### config.mk
export PLATFORM = sky130hd
export DESIGN_NAME = lwc_wrapper
export DESIGN_NICKNAME = d
export VERILOG_FILES = /design/src/source/lwc_pkg.sv /design/src/source/lwc_controller.sv /design/src/source/lwc_wrapper.sv /design/src/source/output_fifo.sv /design/src/source/output_framer.sv /design/src/source/segment_counter.sv /design/src/source/xor_core.sv
export SDC_FILE = /design/constraint.sdc
export NUM_CORES = 1
export LEC_CHECK = 0
export CELL_PAD_IN_SITES_DETAIL_PLACEMENT = 0
export CELL_PAD_IN_SITES_GLOBAL_PLACEMENT = 1
export CORE_MARGIN = 3
export CORE_UTILIZATION = 40
export DETAILED_ROUTE_END_ITERATION = 10
export DONT_BUFFER_PORTS = 1
export PLACE_DENSITY = 0.74
export SKIP_CTS_REPAIR_TIMING = 1
export SLEW_MARGIN = 20
export SYNTH_ARGS = -nofsm -noshare
export SYNTH_HDL_FRONTEND = slang
export SYNTH_SLANG_ARGS = --single-unit
### constraint.sdc
create_clock -name clk -period 7.15 [get_ports clk]
set_input_delay 0.715 -clock clk [delete_from_list [all_inputs] [get_ports clk]]
set_output_delay 0.715 -clock clk [all_outputs]
set_load 0.1 [all_outputs]
### src/source/lwc_pkg.sv
////////////////////////////////////////////////////////////
// Widths, codes and types shared by the LWC wrapper
// PDI, SDI and DO are fixed at 32 bits, sizes in bytes
////////////////////////////////////////////////////////////
package lwc_pkg;

    localparam int WORD_W         = 32;
    localparam int SEG_SIZE_W     = 16;
    localparam int BYTES_PER_WORD = 4;
    localparam int LAST_SEG_BIT   = 25;
    localparam int OUT_FIFO_DEPTH = 2;

    typedef logic [WORD_W-1:0]     word_t;
    typedef logic [SEG_SIZE_W-1:0] seg_size_t;
    // 0 to 4 valid bytes
    typedef logic [2:0]            byte_cnt_t;

    localparam word_t STATUS_SUCCESS = 32'hE000_0000;

    // Instruction in bits 31:28 of a PDI instruction word
    typedef enum logic [3:0] {
        OP_ENC    = 4'd2,
        OP_DEC    = 4'd3,
        OP_ACTKEY = 4'd7
    } opcode_t;

    // Type in bits 31:28 of a segment header
    typedef enum logic [3:0] {
        SEG_PT  = 4'd4,
        SEG_CT  = 4'd5,
        SEG_KEY = 4'd12
    } seg_type_t;

    typedef struct packed {
        word_t     data;
        byte_cnt_t bytes;
        logic      last;
    } core_word_t;

    typedef struct packed {
        word_t data;
        logic  last;
    } do_word_t;

    typedef enum logic [2:0] {
        S_INST,
        S_KEY_HDR,
        S_KEY_DATA,
        S_SEG_HDR,
        S_SEG_DATA,
        S_STATUS
    } ctrl_state_t;

endpackage

### src/source/lwc_controller.sv
////////////////////////////////////////////////////////////
// Instruction and segment sequencer for PDI and SDI
// Ready is only raised towards a port that offers a word
////////////////////////////////////////////////////////////
module lwc_controller (
    input  logic                clk,
    input  logic                rst_n,
    input  lwc_pkg::word_t      pdi_data,
    input  logic                pdi_valid,
    output logic                pdi_ready,
    input  lwc_pkg::word_t      sdi_data,
    input  logic                sdi_valid,
    output logic                sdi_ready,
    input  logic                framer_ready,
    input  lwc_pkg::byte_cnt_t  word_bytes,
    input  logic                word_last,
    input  logic                seg_empty,
    output logic                seg_load,
    output logic                seg_step,
    output logic                key_load,
    output lwc_pkg::core_word_t core_in,
    output logic                hdr_write,
    output logic                data_write,
    output logic                status_write,
    output logic                decrypt
);
    import lwc_pkg::*;

    ctrl_state_t state;
    ctrl_state_t state_next;
    opcode_t     opcode;
    logic        decrypt_q;
    logic        last_seg_q;

    assign opcode = opcode_t'(pdi_data[WORD_W-1 -: 4]);

    always_comb begin
        state_next   = state;
        pdi_ready    = 1'b0;
        sdi_ready    = 1'b0;
        seg_load     = 1'b0;
        seg_step     = 1'b0;
        key_load     = 1'b0;
        hdr_write    = 1'b0;
        data_write   = 1'b0;
        status_write = 1'b0;
        case (state)
            S_INST: begin
                pdi_ready = pdi_valid;
                if (pdi_ready) begin
                    state_next = (opcode == OP_ACTKEY) ? S_KEY_HDR : S_SEG_HDR;
                end
            end
            S_KEY_HDR: begin
                sdi_ready = sdi_valid;
                if (sdi_ready) begin
                    state_next = S_KEY_DATA;
                end
            end
            S_KEY_DATA: begin
                sdi_ready = sdi_valid;
                key_load  = sdi_ready;
                if (sdi_ready) begin
                    state_next = S_INST;
                end
            end
            S_SEG_HDR: begin
                pdi_ready = pdi_valid & framer_ready;
                seg_load  = pdi_ready;
                hdr_write = pdi_ready;
                if (pdi_ready) begin
                    state_next = S_SEG_DATA;
                end
            end
            S_SEG_DATA: begin
                // Empty segment skips straight on
                if (seg_empty) begin
                    state_next = last_seg_q ? S_STATUS : S_SEG_HDR;
                end else begin
                    pdi_ready  = pdi_valid & framer_ready;
                    seg_step   = pdi_ready;
                    data_write = pdi_ready;
                    if (pdi_ready && word_last) begin
                        state_next = last_seg_q ? S_STATUS : S_SEG_HDR;
                    end
                end
            end
            S_STATUS: begin
                status_write = framer_ready;
                if (framer_ready) begin
                    state_next = S_INST;
                end
            end
            default: begin
                state_next = S_INST;
            end
        endcase
    end

    always_ff @(posedge clk) begin
        if (!rst_n) begin
            state      <= S_INST;
            decrypt_q  <= 1'b0;
            last_seg_q <= 1'b0;
        end else begin
            state <= state_next;
            if (state == S_INST && pdi_ready && opcode != OP_ACTKEY) begin
                decrypt_q <= (opcode == OP_DEC);
            end
            if (seg_load) begin
                last_seg_q <= pdi_data[LAST_SEG_BIT];
            end
        end
    end

    assign core_in = '{data: pdi_data, bytes: word_bytes, last: word_last};
    assign decrypt = decrypt_q;

    a_state_legal: assert property (@(posedge clk) disable iff (!rst_n)
        state inside {S_INST, S_KEY_HDR, S_KEY_DATA, S_SEG_HDR, S_SEG_DATA, S_STATUS});

    // Key segment header on SDI carries the key type
    a_key_hdr_type: assert property (@(posedge clk) disable iff (!rst_n)
        (state == S_KEY_HDR && sdi_ready) |-> sdi_data[WORD_W-1 -: 4] == SEG_KEY);

endmodule

### src/source/lwc_wrapper.sv
////////////////////////////////////////////////////////////
// LWC interface wrapper around a one-word XOR cipher core
// Key segment must be a single 4-byte word on SDI
// Malformed headers and unknown opcodes are not handled
////////////////////////////////////////////////////////////
module lwc_wrapper (
    input  logic           clk,
    input  logic           rst_n,
    input  lwc_pkg::word_t pdi_data,
    input  logic           pdi_valid,
    output logic           pdi_ready,
    input  lwc_pkg::word_t sdi_data,
    input  logic           sdi_valid,
    output logic           sdi_ready,
    output lwc_pkg::word_t do_data,
    output logic           do_last,
    output logic           do_valid,
    input  logic           do_ready
);
    import lwc_pkg::*;

    logic       framer_ready;
    logic       seg_load;
    logic       seg_step;
    logic       key_load;
    logic       hdr_write;
    logic       data_write;
    logic       status_write;
    logic       decrypt;
    byte_cnt_t  word_bytes;
    logic       word_last;
    logic       seg_empty;
    core_word_t core_in;
    do_word_t   core_out;
    do_word_t   framer_out;
    logic       fifo_write;
    logic       fifo_ready;
    do_word_t   fifo_out;

    lwc_controller u_controller (
        .clk          (clk),
        .rst_n        (rst_n),
        .pdi_data     (pdi_data),
        .pdi_valid    (pdi_valid),
        .pdi_ready    (pdi_ready),
        .sdi_data     (sdi_data),
        .sdi_valid    (sdi_valid),
        .sdi_ready    (sdi_ready),
        .framer_ready (framer_ready),
        .word_bytes   (word_bytes),
        .word_last    (word_last),
        .seg_empty    (seg_empty),
        .seg_load     (seg_load),
        .seg_step     (seg_step),
        .key_load     (key_load),
        .core_in      (core_in),
        .hdr_write    (hdr_write),
        .data_write   (data_write),
        .status_write (status_write),
        .decrypt      (decrypt)
    );

    segment_counter u_seg_counter (
        .clk        (clk),
        .rst_n      (rst_n),
        .seg_load   (seg_load),
        .seg_step   (seg_step),
        .size_in    (pdi_data[SEG_SIZE_W-1:0]),
        .word_bytes (word_bytes),
        .word_last  (word_last),
        .seg_empty  (seg_empty)
    );

    xor_core u_core (
        .clk      (clk),
        .rst_n    (rst_n),
        .key_load (key_load),
        .key_in   (sdi_data),
        .core_in  (core_in),
        .core_out (core_out)
    );

    output_framer u_framer (
        .hdr_write    (hdr_write),
        .data_write   (data_write),
        .status_write (status_write),
        .decrypt      (decrypt),
        .hdr_in       (pdi_data),
        .core_out     (core_out),
        .fifo_ready   (fifo_ready),
        .framer_ready (framer_ready),
        .fifo_write   (fifo_write),
        .framer_out   (framer_out)
    );

    output_fifo u_do_fifo (
        .clk      (clk),
        .rst_n    (rst_n),
        .wr_valid (fifo_write),
        .wr_data  (framer_out),
        .wr_ready (fifo_ready),
        .rd_data  (fifo_out),
        .rd_valid (do_valid),
        .rd_ready (do_ready)
    );

    assign do_data = fifo_out.data;
    assign do_last = fifo_out.last;

endmodule

### src/source/output_fifo.sv
////////////////////////////////////////////////////////////
// Small circular FIFO on the DO stream
// Depth must be a power of two for pointer wrap
////////////////////////////////////////////////////////////
module output_fifo (
    input  logic              clk,
    input  logic              rst_n,
    input  logic              wr_valid,
    input  lwc_pkg::do_word_t wr_data,
    output logic              wr_ready,
    output lwc_pkg::do_word_t rd_data,
    output logic              rd_valid,
    input  logic              rd_ready
);
    import lwc_pkg::*;

    do_word_t                            mem [OUT_FIFO_DEPTH];
    logic [$clog2(OUT_FIFO_DEPTH)-1:0]   wr_ptr;
    logic [$clog2(OUT_FIFO_DEPTH)-1:0]   rd_ptr;
    logic [$clog2(OUT_FIFO_DEPTH):0]     count;
    logic                                do_wr;
    logic                                do_rd;

    assign wr_ready = (count != OUT_FIFO_DEPTH);
    assign rd_valid = (count != '0);
    assign rd_data  = mem[rd_ptr];
    assign do_wr    = wr_valid & wr_ready;
    assign do_rd    = rd_valid & rd_ready;

    always_ff @(posedge clk) begin
        if (do_wr) begin
            mem[wr_ptr] <= wr_data;
        end
    end

    always_ff @(posedge clk) begin
        if (!rst_n) begin
            wr_ptr <= '0;
            rd_ptr <= '0;
            count  <= '0;
        end else begin
            wr_ptr <= wr_ptr + do_wr;
            rd_ptr <= rd_ptr + do_rd;
            count  <= count + do_wr - do_rd;
        end
    end

    // Writer holds off by itself while the FIFO is full
    a_no_write_full: assert property (@(posedge clk) disable iff (!rst_n)
        wr_valid |-> wr_ready);

    a_rd_stable: assert property (@(posedge clk) disable iff (!rst_n)
        (rd_valid && !rd_ready) |=> (rd_valid && $stable(rd_data)));

endmodule

### src/source/output_framer.sv
////////////////////////////////////////////////////////////
// DO word builder for headers, data and the status word
// At most one write strobe is high in any cycle
////////////////////////////////////////////////////////////
module output_framer (
    input  logic              hdr_write,
    input  logic              data_write,
    input  logic              status_write,
    input  logic              decrypt,
    input  lwc_pkg::word_t    hdr_in,
    input  lwc_pkg::do_word_t core_out,
    input  logic              fifo_ready,
    output logic              framer_ready,
    output logic              fifo_write,
    output lwc_pkg::do_word_t framer_out
);
    import lwc_pkg::*;

    seg_type_t out_type;
    word_t     out_hdr;

    assign out_type = decrypt ? SEG_PT : SEG_CT;

    // Type, last-segment bit and size, rest zero
    always_comb begin
        out_hdr                   = '0;
        out_hdr[WORD_W-1 -: 4]    = out_type;
        out_hdr[LAST_SEG_BIT]     = hdr_in[LAST_SEG_BIT];
        out_hdr[SEG_SIZE_W-1:0]   = hdr_in[SEG_SIZE_W-1:0];
    end

    always_comb begin
        if (status_write) begin
            framer_out = '{data: STATUS_SUCCESS, last: 1'b1};
        end else if (hdr_write) begin
            framer_out = '{data: out_hdr, last: 1'b0};
        end else begin
            framer_out = '{data: core_out.data, last: 1'b0};
        end
    end

    assign fifo_write   = hdr_write | data_write | status_write;
    assign framer_ready = fifo_ready;

endmodule

### src/source/segment_counter.sv
////////////////////////////////////////////////////////////
// Remaining-byte count of the current segment
// Load has priority over step in the same cycle
////////////////////////////////////////////////////////////
module segment_counter (
    input  logic               clk,
    input  logic               rst_n,
    input  logic               seg_load,
    input  logic               seg_step,
    input  lwc_pkg::seg_size_t size_in,
    output lwc_pkg::byte_cnt_t word_bytes,
    output logic               word_last,
    output logic               seg_empty
);
    import lwc_pkg::*;

    seg_size_t remaining;

    always_ff @(posedge clk) begin
        if (!rst_n) begin
            remaining <= '0;
        end else if (seg_load) begin
            remaining <= size_in;
        end else if (seg_step) begin
            // Final word may be partial
            if (word_last) begin
                remaining <= '0;
            end else begin
                remaining <= remaining - seg_size_t'(BYTES_PER_WORD);
            end
        end
    end

    assign word_last  = (remaining <= seg_size_t'(BYTES_PER_WORD));
    assign word_bytes = word_last ? byte_cnt_t'(remaining) : byte_cnt_t'(BYTES_PER_WORD);
    assign seg_empty  = (remaining == '0);

endmodule

### src/source/xor_core.sv
////////////////////////////////////////////////////////////
// One-word key XOR cipher, same operation both directions
// Bytes past the word's count read as zero, MSB first
////////////////////////////////////////////////////////////
module xor_core (
    input  logic                clk,
    input  logic                rst_n,
    input  logic                key_load,
    input  lwc_pkg::word_t      key_in,
    input  lwc_pkg::core_word_t core_in,
    output lwc_pkg::do_word_t   core_out
);
    import lwc_pkg::*;

    word_t key;
    word_t byte_mask;

    always_ff @(posedge clk) begin
        if (!rst_n) begin
            key <= '0;
        end else if (key_load) begin
            key <= key_in;
        end
    end

    // Byte 0 is the most significant one
    always_comb begin
        for (int i = 0; i < BYTES_PER_WORD; i++) begin
            byte_mask[WORD_W-1-8*i -: 8] = (i < int'(core_in.bytes)) ? 8'hFF : 8'h00;
        end
    end

    assign core_out.data = (core_in.data ^ key) & byte_mask;
    assign core_out.last = core_in.last;

endmodule

-- After elaboration in Yosys (flattened, before gate mapping)
Memory sizes are Yosys's and may differ from the RTL's. A register that Yosys moved wholly into a read port is not among the register bits.
Index checks and enable logic that the tools add are counted.
- input bits: 69
- word-level logic and storage cells: 81
- bits in registers: 57
- output and inout bits: 36
- RAM bits: 66
- memories kept: 1
- memories (name ; words ; width ; read ports ; clocked after Yosys merged registers in ; write ports ; RTL line ; source):
    u_do_fifo.mem ; 2 ; 33 ; 1 ; 1 ; 1 ; output_fifo.sv:17 ; do_word_t mem [OUT_FIFO_DEPTH];
- $add $sub $neg: 5
- reduce and logical (&&, ||, !) cells: 9
- multiplexer cells: 31
- eq/ne operators: 15
- $lt $le $gt $ge: 5
- bitwise operators: 7
- operators by type and width (operator ; number):
    2-to-1 mux 33 bit ; 2
    2-to-1 mux 16 bit ; 3
    bitwise AND 32 bit ; 1
    2-to-1 mux 8 bit ; 4
    XOR 32 bit ; 1
    2-to-1 mux 3 bit ; 9
    case mux 3 bit (6 select lines) ; 1
    less-or-equal comparator 16 x 3 -> 1 bit (second input constant) ; 1
    zero test 16 bit ; 1
    subtractor 16 x 3 -> 16 bit (second input constant) ; 1
    2-to-1 mux 1 bit ; 10
    != test 2 bit (second input constant) ; 4
    equality test 3 x 2 -> 1 bit (second input constant) ; 2
    equality test 3 bit (second input constant) ; 2
    less-than comparator 1 x 3 -> 1 bit (first input constant) ; 2
    less-than comparator 2 x 3 -> 1 bit (first input constant) ; 2
    AND reduction 6 bit ; 1
    equality test 4 x 2 -> 1 bit (second input constant) ; 1
    equality test 4 x 3 -> 1 bit (second input constant) ; 1
    != test 2 x 1 -> 1 bit (second input constant) ; 2
    != test 4 x 3 -> 1 bit (second input constant) ; 1
    nonzero test 2 bit ; 2
    bitwise AND 1 bit ; 3
    equality test 3 x 1 -> 1 bit (second input constant) ; 1
    10 further kinds ; 14

-- Longest topological paths before layout
- word-level depth: 9
- depth in mapped cells: 12
- mapped depth without buffers: 10

-- Cells and area by module
From an unflattened synthesis, not the netlist that was laid out.
- cell total of the unflattened synthesis: 581
- area total of the unflattened synthesis: 6545.0 um^2
- by module, submodules not included (module ; area each (um^2) ; instances ; cells each ; sequential area each (um^2)):
    output_fifo ; 2638.8 ; 1 ; 132 ; 2082.0
    xor_core ; 1720.4 ; 1 ; 172 ; 640.6
    segment_counter ; 1054.8 ; 1 ; 125 ; 320.3
    lwc_controller ; 689.4 ; 1 ; 91 ; 100.1
    output_framer ; 441.7 ; 1 ; 61 ; 0.0

-- Worst setup path before layout
OpenSTA, ideal clock, no wires.
- path kind: input to output
- start: input sdi_valid
- end: output sdi_ready
- path buffers: 0
- arrival: 2.798 ns
- cell stages on the path: 2
- path slack: 3.637 ns
- data required time: 6.435 ns
- path through: inv_1 -> nor3_1
- longest elaborated chain between the ends: 1
- RTL lines (element ; RTL line ; source):
    from (decl) ; lwc_wrapper.sv:13 ; input logic sdi_valid,
    2-to-1 mux 1 bit ; lwc_controller.sv:47 ; case (state)
    to (decl) ; lwc_wrapper.sv:14 ; output logic sdi_ready,
No other way between the ends.

-- Worst setup path after layout
- start: register u_seg_counter.remaining[2]
- end: output pdi_ready
- longest elaborated chain between the ends: 3
- RTL lines (element ; RTL line ; source):
    from (decl) ; segment_counter.sv:17 ; seg_size_t remaining;
    from (signal assigned) ; segment_counter.sv:23 ; remaining <= size_in;
    from (signal assigned) ; segment_counter.sv:29 ; remaining <= remaining - seg_size_t'(BYTES_PER_WORD);
    zero test 16 bit ; segment_counter.sv:36 ; assign seg_empty = (remaining == '0);
    2-to-1 mux 1 bit ; lwc_controller.sv:77 ; if (seg_empty) begin
    case mux 1 bit (3 select lines) ; lwc_controller.sv:47 ;
    to (decl) ; lwc_wrapper.sv:11 ; output logic pdi_ready,
No other way between the ends.

==> metrics.txt <==
Die Width=126 um; netlist area before placement=5710 um2; remaining design rule violation count=0; Netlist cell types=47; power density normalized to cell area=441 nW/um2; data arrival time of the critical path=2.89 ns; Max VDD drop=191 uV; overall overflow remaining after global route=0; Final Cycle Share=50.5%; RSZ-0062 raised after global routing=false; core region area=13,900 um2; number of nets in the synthesized netlist=624; Maximum Capacitance Violations=0; Final setup viols=0; Clock transition at path regs=0.05 ns; clock tree from TritonCTS=built; number of H-tree branching levels=4; result of the run=completed; via total after detailed routing=3,946; number of optimization iterations in the first detailed-route pass=5; post-layout minimum cycle time=3.61 ns; Worst Setup Path Type=flop to output port; worst-case register-to-register setup slack=4.01 ns; Design Area, Final=6500 um2; wire length of the first global-routing pass=21.1 mm; detailed-route vias per instance=5.40; Hold Crit Class=primary input to flop; largest net degree at the start of global routing=55; I/O pins=105; number of warning messages in the yosys log=0; Cell Rows=43; sort of element at the end of the critical path=output port; setup skew after layout=0.00648 ns; Post-Synthesis Cells=549; Fmax=277 MHz; total CTS buffers=17; die extent in y=126 um; startpoint of the lowest-slack register-to-register path=u_seg_counter.remaining[2]$_SDFFE_PN0P_; maximum number of buffers from clock root to sink=2; flop and latch count out of synthesis=124; ys flop type=sky130_fd_sc_hd__edfxtp_1; final weighted congestion in routability-driven placement=0.892; Critical Path RT=6.43 ns; IO buf count=0; drt initial violations=234; per-instance average area after synthesis=10.4 um2; Die Outline Area=15,800 um2; most frequent standard cell in the layout excluding fill and tap cells=sky130_fd_sc_hd__nand2_1; launch point of the critical path=u_seg_counter.remaining[2]$_SDFFE_PN0P_; via count of the first global-routing pass=3,844; Syn-to-layout area delta=13.8%; Leakage=2.19 nW; CP Launch Type=flop; sum of routed wire length over all layers=13.5 mm; share of synthesized area occupied by flip-flops and latches=55.0%; worst reg2reg endpoint=u_do_fifo.mem[0][11]$_DFFE_PP_; Starting Density=41.0%; highest-count cells in the layout ignoring fill and taps=sky130_fd_sc_hd__nand2_1 (107), sky130_fd_sc_hd__edfxtp_1 (66), sky130_fd_sc_hd__dfxtp_1 (57), sky130_fd_sc_hd__a21oi_1 (46), sky130_fd_sc_hd__nor2_1 (42); Layout Utilization=46.7%; total negative setup slack=0 ns; buffer cell driving the clock tree root=sky130_fd_sc_hd__clkbuf_16; worst-case reg-to-reg path depth=6; maximum fanout along the worst path=9; final net count=613; half-perimeter wire length of the detailed placement result=9.34 mm; normalized max-slew margin=32.9%; total routing usage reported by global routing=17.4%; # clock sinks=124; share of async-settable or async-resettable flops after synthesis=0%; number of synthesized flops with an enable pin=66; DR WL/cell=18.5 um; fraction of final layout cells sized beyond drive strength 1=15.1%; Detail Route Antenna Nets=0; capture point of the critical path=pdi_ready; number of inserted diodes=0; Least-Margin Pin Slew=1.00 ns; later-pin clock latency in the skew report=0.41 ns; number of hold-slack violations in the final timing report=0; cell area reported after detailed placement=5860 um2; antenna violations before repair=0; final number of max-transition violations=0
## area by class of cell
type                       count  area (um2)
multi-input combinational    381        2400
sequential                   124        3140
tap                          180         225
clock inverter                10         188
clock buffer                  22         454
fill                        1290        7430
inverter                      10        37.5
timing repair buffer           4        50.0
## synthesized netlist by cell type, types with 2 or more instances
cell                       count  area (um2)
sky130_fd_sc_hd__a32oi_1       4        35.0
sky130_fd_sc_hd__o31a_1        2        17.5
sky130_fd_sc_hd__xor2_1       20         175
sky130_fd_sc_hd__dfxtp_1      58        1160
sky130_fd_sc_hd__edfxtp_1     66        1980
sky130_fd_sc_hd__nor4_1        5        31.3
sky130_fd_sc_hd__a31oi_1      11        68.8
sky130_fd_sc_hd__nand4b_1      5        43.8
sky130_fd_sc_hd__mux2_2       33         372
sky130_fd_sc_hd__xnor2_1      18         158
sky130_fd_sc_hd__mux2i_1       4        40.0
sky130_fd_sc_hd__nand4_1       5        31.3
sky130_fd_sc_hd__nand2b_1      3        18.8
sky130_fd_sc_hd__nor2b_1       2        12.5
sky130_fd_sc_hd__nand2_1     107         402
sky130_fd_sc_hd__clkbuf_1     28         105
sky130_fd_sc_hd__nand3_1      13        65.1
sky130_fd_sc_hd__buf_6         2        22.5
sky130_fd_sc_hd__ha_1          6        75.1
sky130_fd_sc_hd__nor3_1        8        40.0
sky130_fd_sc_hd__o211ai_1      9        67.6
sky130_fd_sc_hd__nor2_1       42         158
sky130_fd_sc_hd__or4b_2        2        20.0
sky130_fd_sc_hd__o22ai_1       2        12.5
sky130_fd_sc_hd__a21oi_1      46         230
sky130_fd_sc_hd__o31ai_4       2        42.5
sky130_fd_sc_hd__inv_1         9        33.8
sky130_fd_sc_hd__or2_2         2        12.5
sky130_fd_sc_hd__buf_2         4        20.0
sky130_fd_sc_hd__and2_1        5        31.3
sky130_fd_sc_hd__o21ai_0       7        35.0
sky130_fd_sc_hd__a22oi_1       4        30.0
## through the flow
| step | cells | setup slack, ns | hold slack (ns) | total power [mW] |
|---|---|---|---|---|
| after floorplan | 549 | 3.64 | 0.437 | 1.82 |
| after global placement | 699 | 4.03 | 0.444 | 1.94 |
| after detailed placement | 699 | 3.98 | 0.449 | 1.96 |
| after CTS | 731 | 3.52 | 0.417 | 2.90 |
| after global routing | 731 | 3.33 | 0.414 | 3.00 |
| final | 731 | 3.54 | 0.436 | 2.87 |
## worst max-delay path: stages (launching register included)
cell	delay [ns]
sky130_fd_sc_hd__dfxtp_1	0.46
sky130_fd_sc_hd__inv_1	0.14
sky130_fd_sc_hd__ha_1	0.27
sky130_fd_sc_hd__nor4b_1	0.25
sky130_fd_sc_hd__nand4_1	0.20
sky130_fd_sc_hd__a21oi_1	0.47
sky130_fd_sc_hd__nand2_1	0.69
## metal layers
| metal | part of all wire, % | routed length (um) | track usage, % |
|---|---|---|---|
| met1 | 42 | 5740 | 22.3 |
| met2 | 49 | 6560 | 27.3 |
| met3 | 7.6 | 1030 | 6.66 |
| met4 | 1.4 | 187 | 5.68 |
| met5 | 0 | 0 | 0 |
## cell families (layout without fill, tap and decap cells)
kind of cell | after synthesis | after routing | share of synthesized area, %
XOR/XNOR | 38 | 38 | 5.82
buffers and inverters | 44 | 46 | 3.24
AND/OR/NAND/NOR | 209 | 209 | 16.8
AO/OA/AOI/OAI | 91 | 91 | 10.6
flip-flops | 124 | 124 | 55.0
multiplexers | 37 | 37 | 7.20
adder cells (fa/ha/maj) | 6 | 6 | 1.31
## state kept, by name (all words and copies together) (netlist names), named ones only
name,flops
u_controller.state,3
u_do_fifo.count,2
u_controller.last_seg_q,1
u_core.key,32
u_seg_counter.remaining,16
u_do_fifo.rd_ptr,1
u_do_fifo.wr_ptr,1
u_controller.decrypt,1
u_do_fifo.mem,66
## worst min path at each step
| stage | startpoint | cells past startpoint | to |
|---|---|---|---|
| 2_1_floorplan | u_core.key[0]$_SDFFE_PN0P_ | 2 | u_core.key[0]$_SDFFE_PN0P_ |
| 3_3_place_gp | u_core.key[9]$_SDFFE_PN0P_ | 2 | u_core.key[9]$_SDFFE_PN0P_ |
| 3_5_place_dp | u_core.key[15]$_SDFFE_PN0P_ | 2 | u_core.key[15]$_SDFFE_PN0P_ |
| 4_1_cts | sdi_data[9] | 2 | u_core.key[9]$_SDFFE_PN0P_ |
| 5_1_grt | rst_n | 1 | u_do_fifo.count[0]$_SDFF_PN0_ |
| 6_report | sdi_data[16] | 2 | u_core.key[16]$_SDFFE_PN0P_ |
## power by group
group	leakage [nW]	internal (mW)	switching [mW]
clock	0.305	0.629	0.299
sequential	1.08	0.866	0.0743
combinational	0.799	0.237	0.765
total	2.19	1.73	1.14
(Power assumes the default switching activity.)
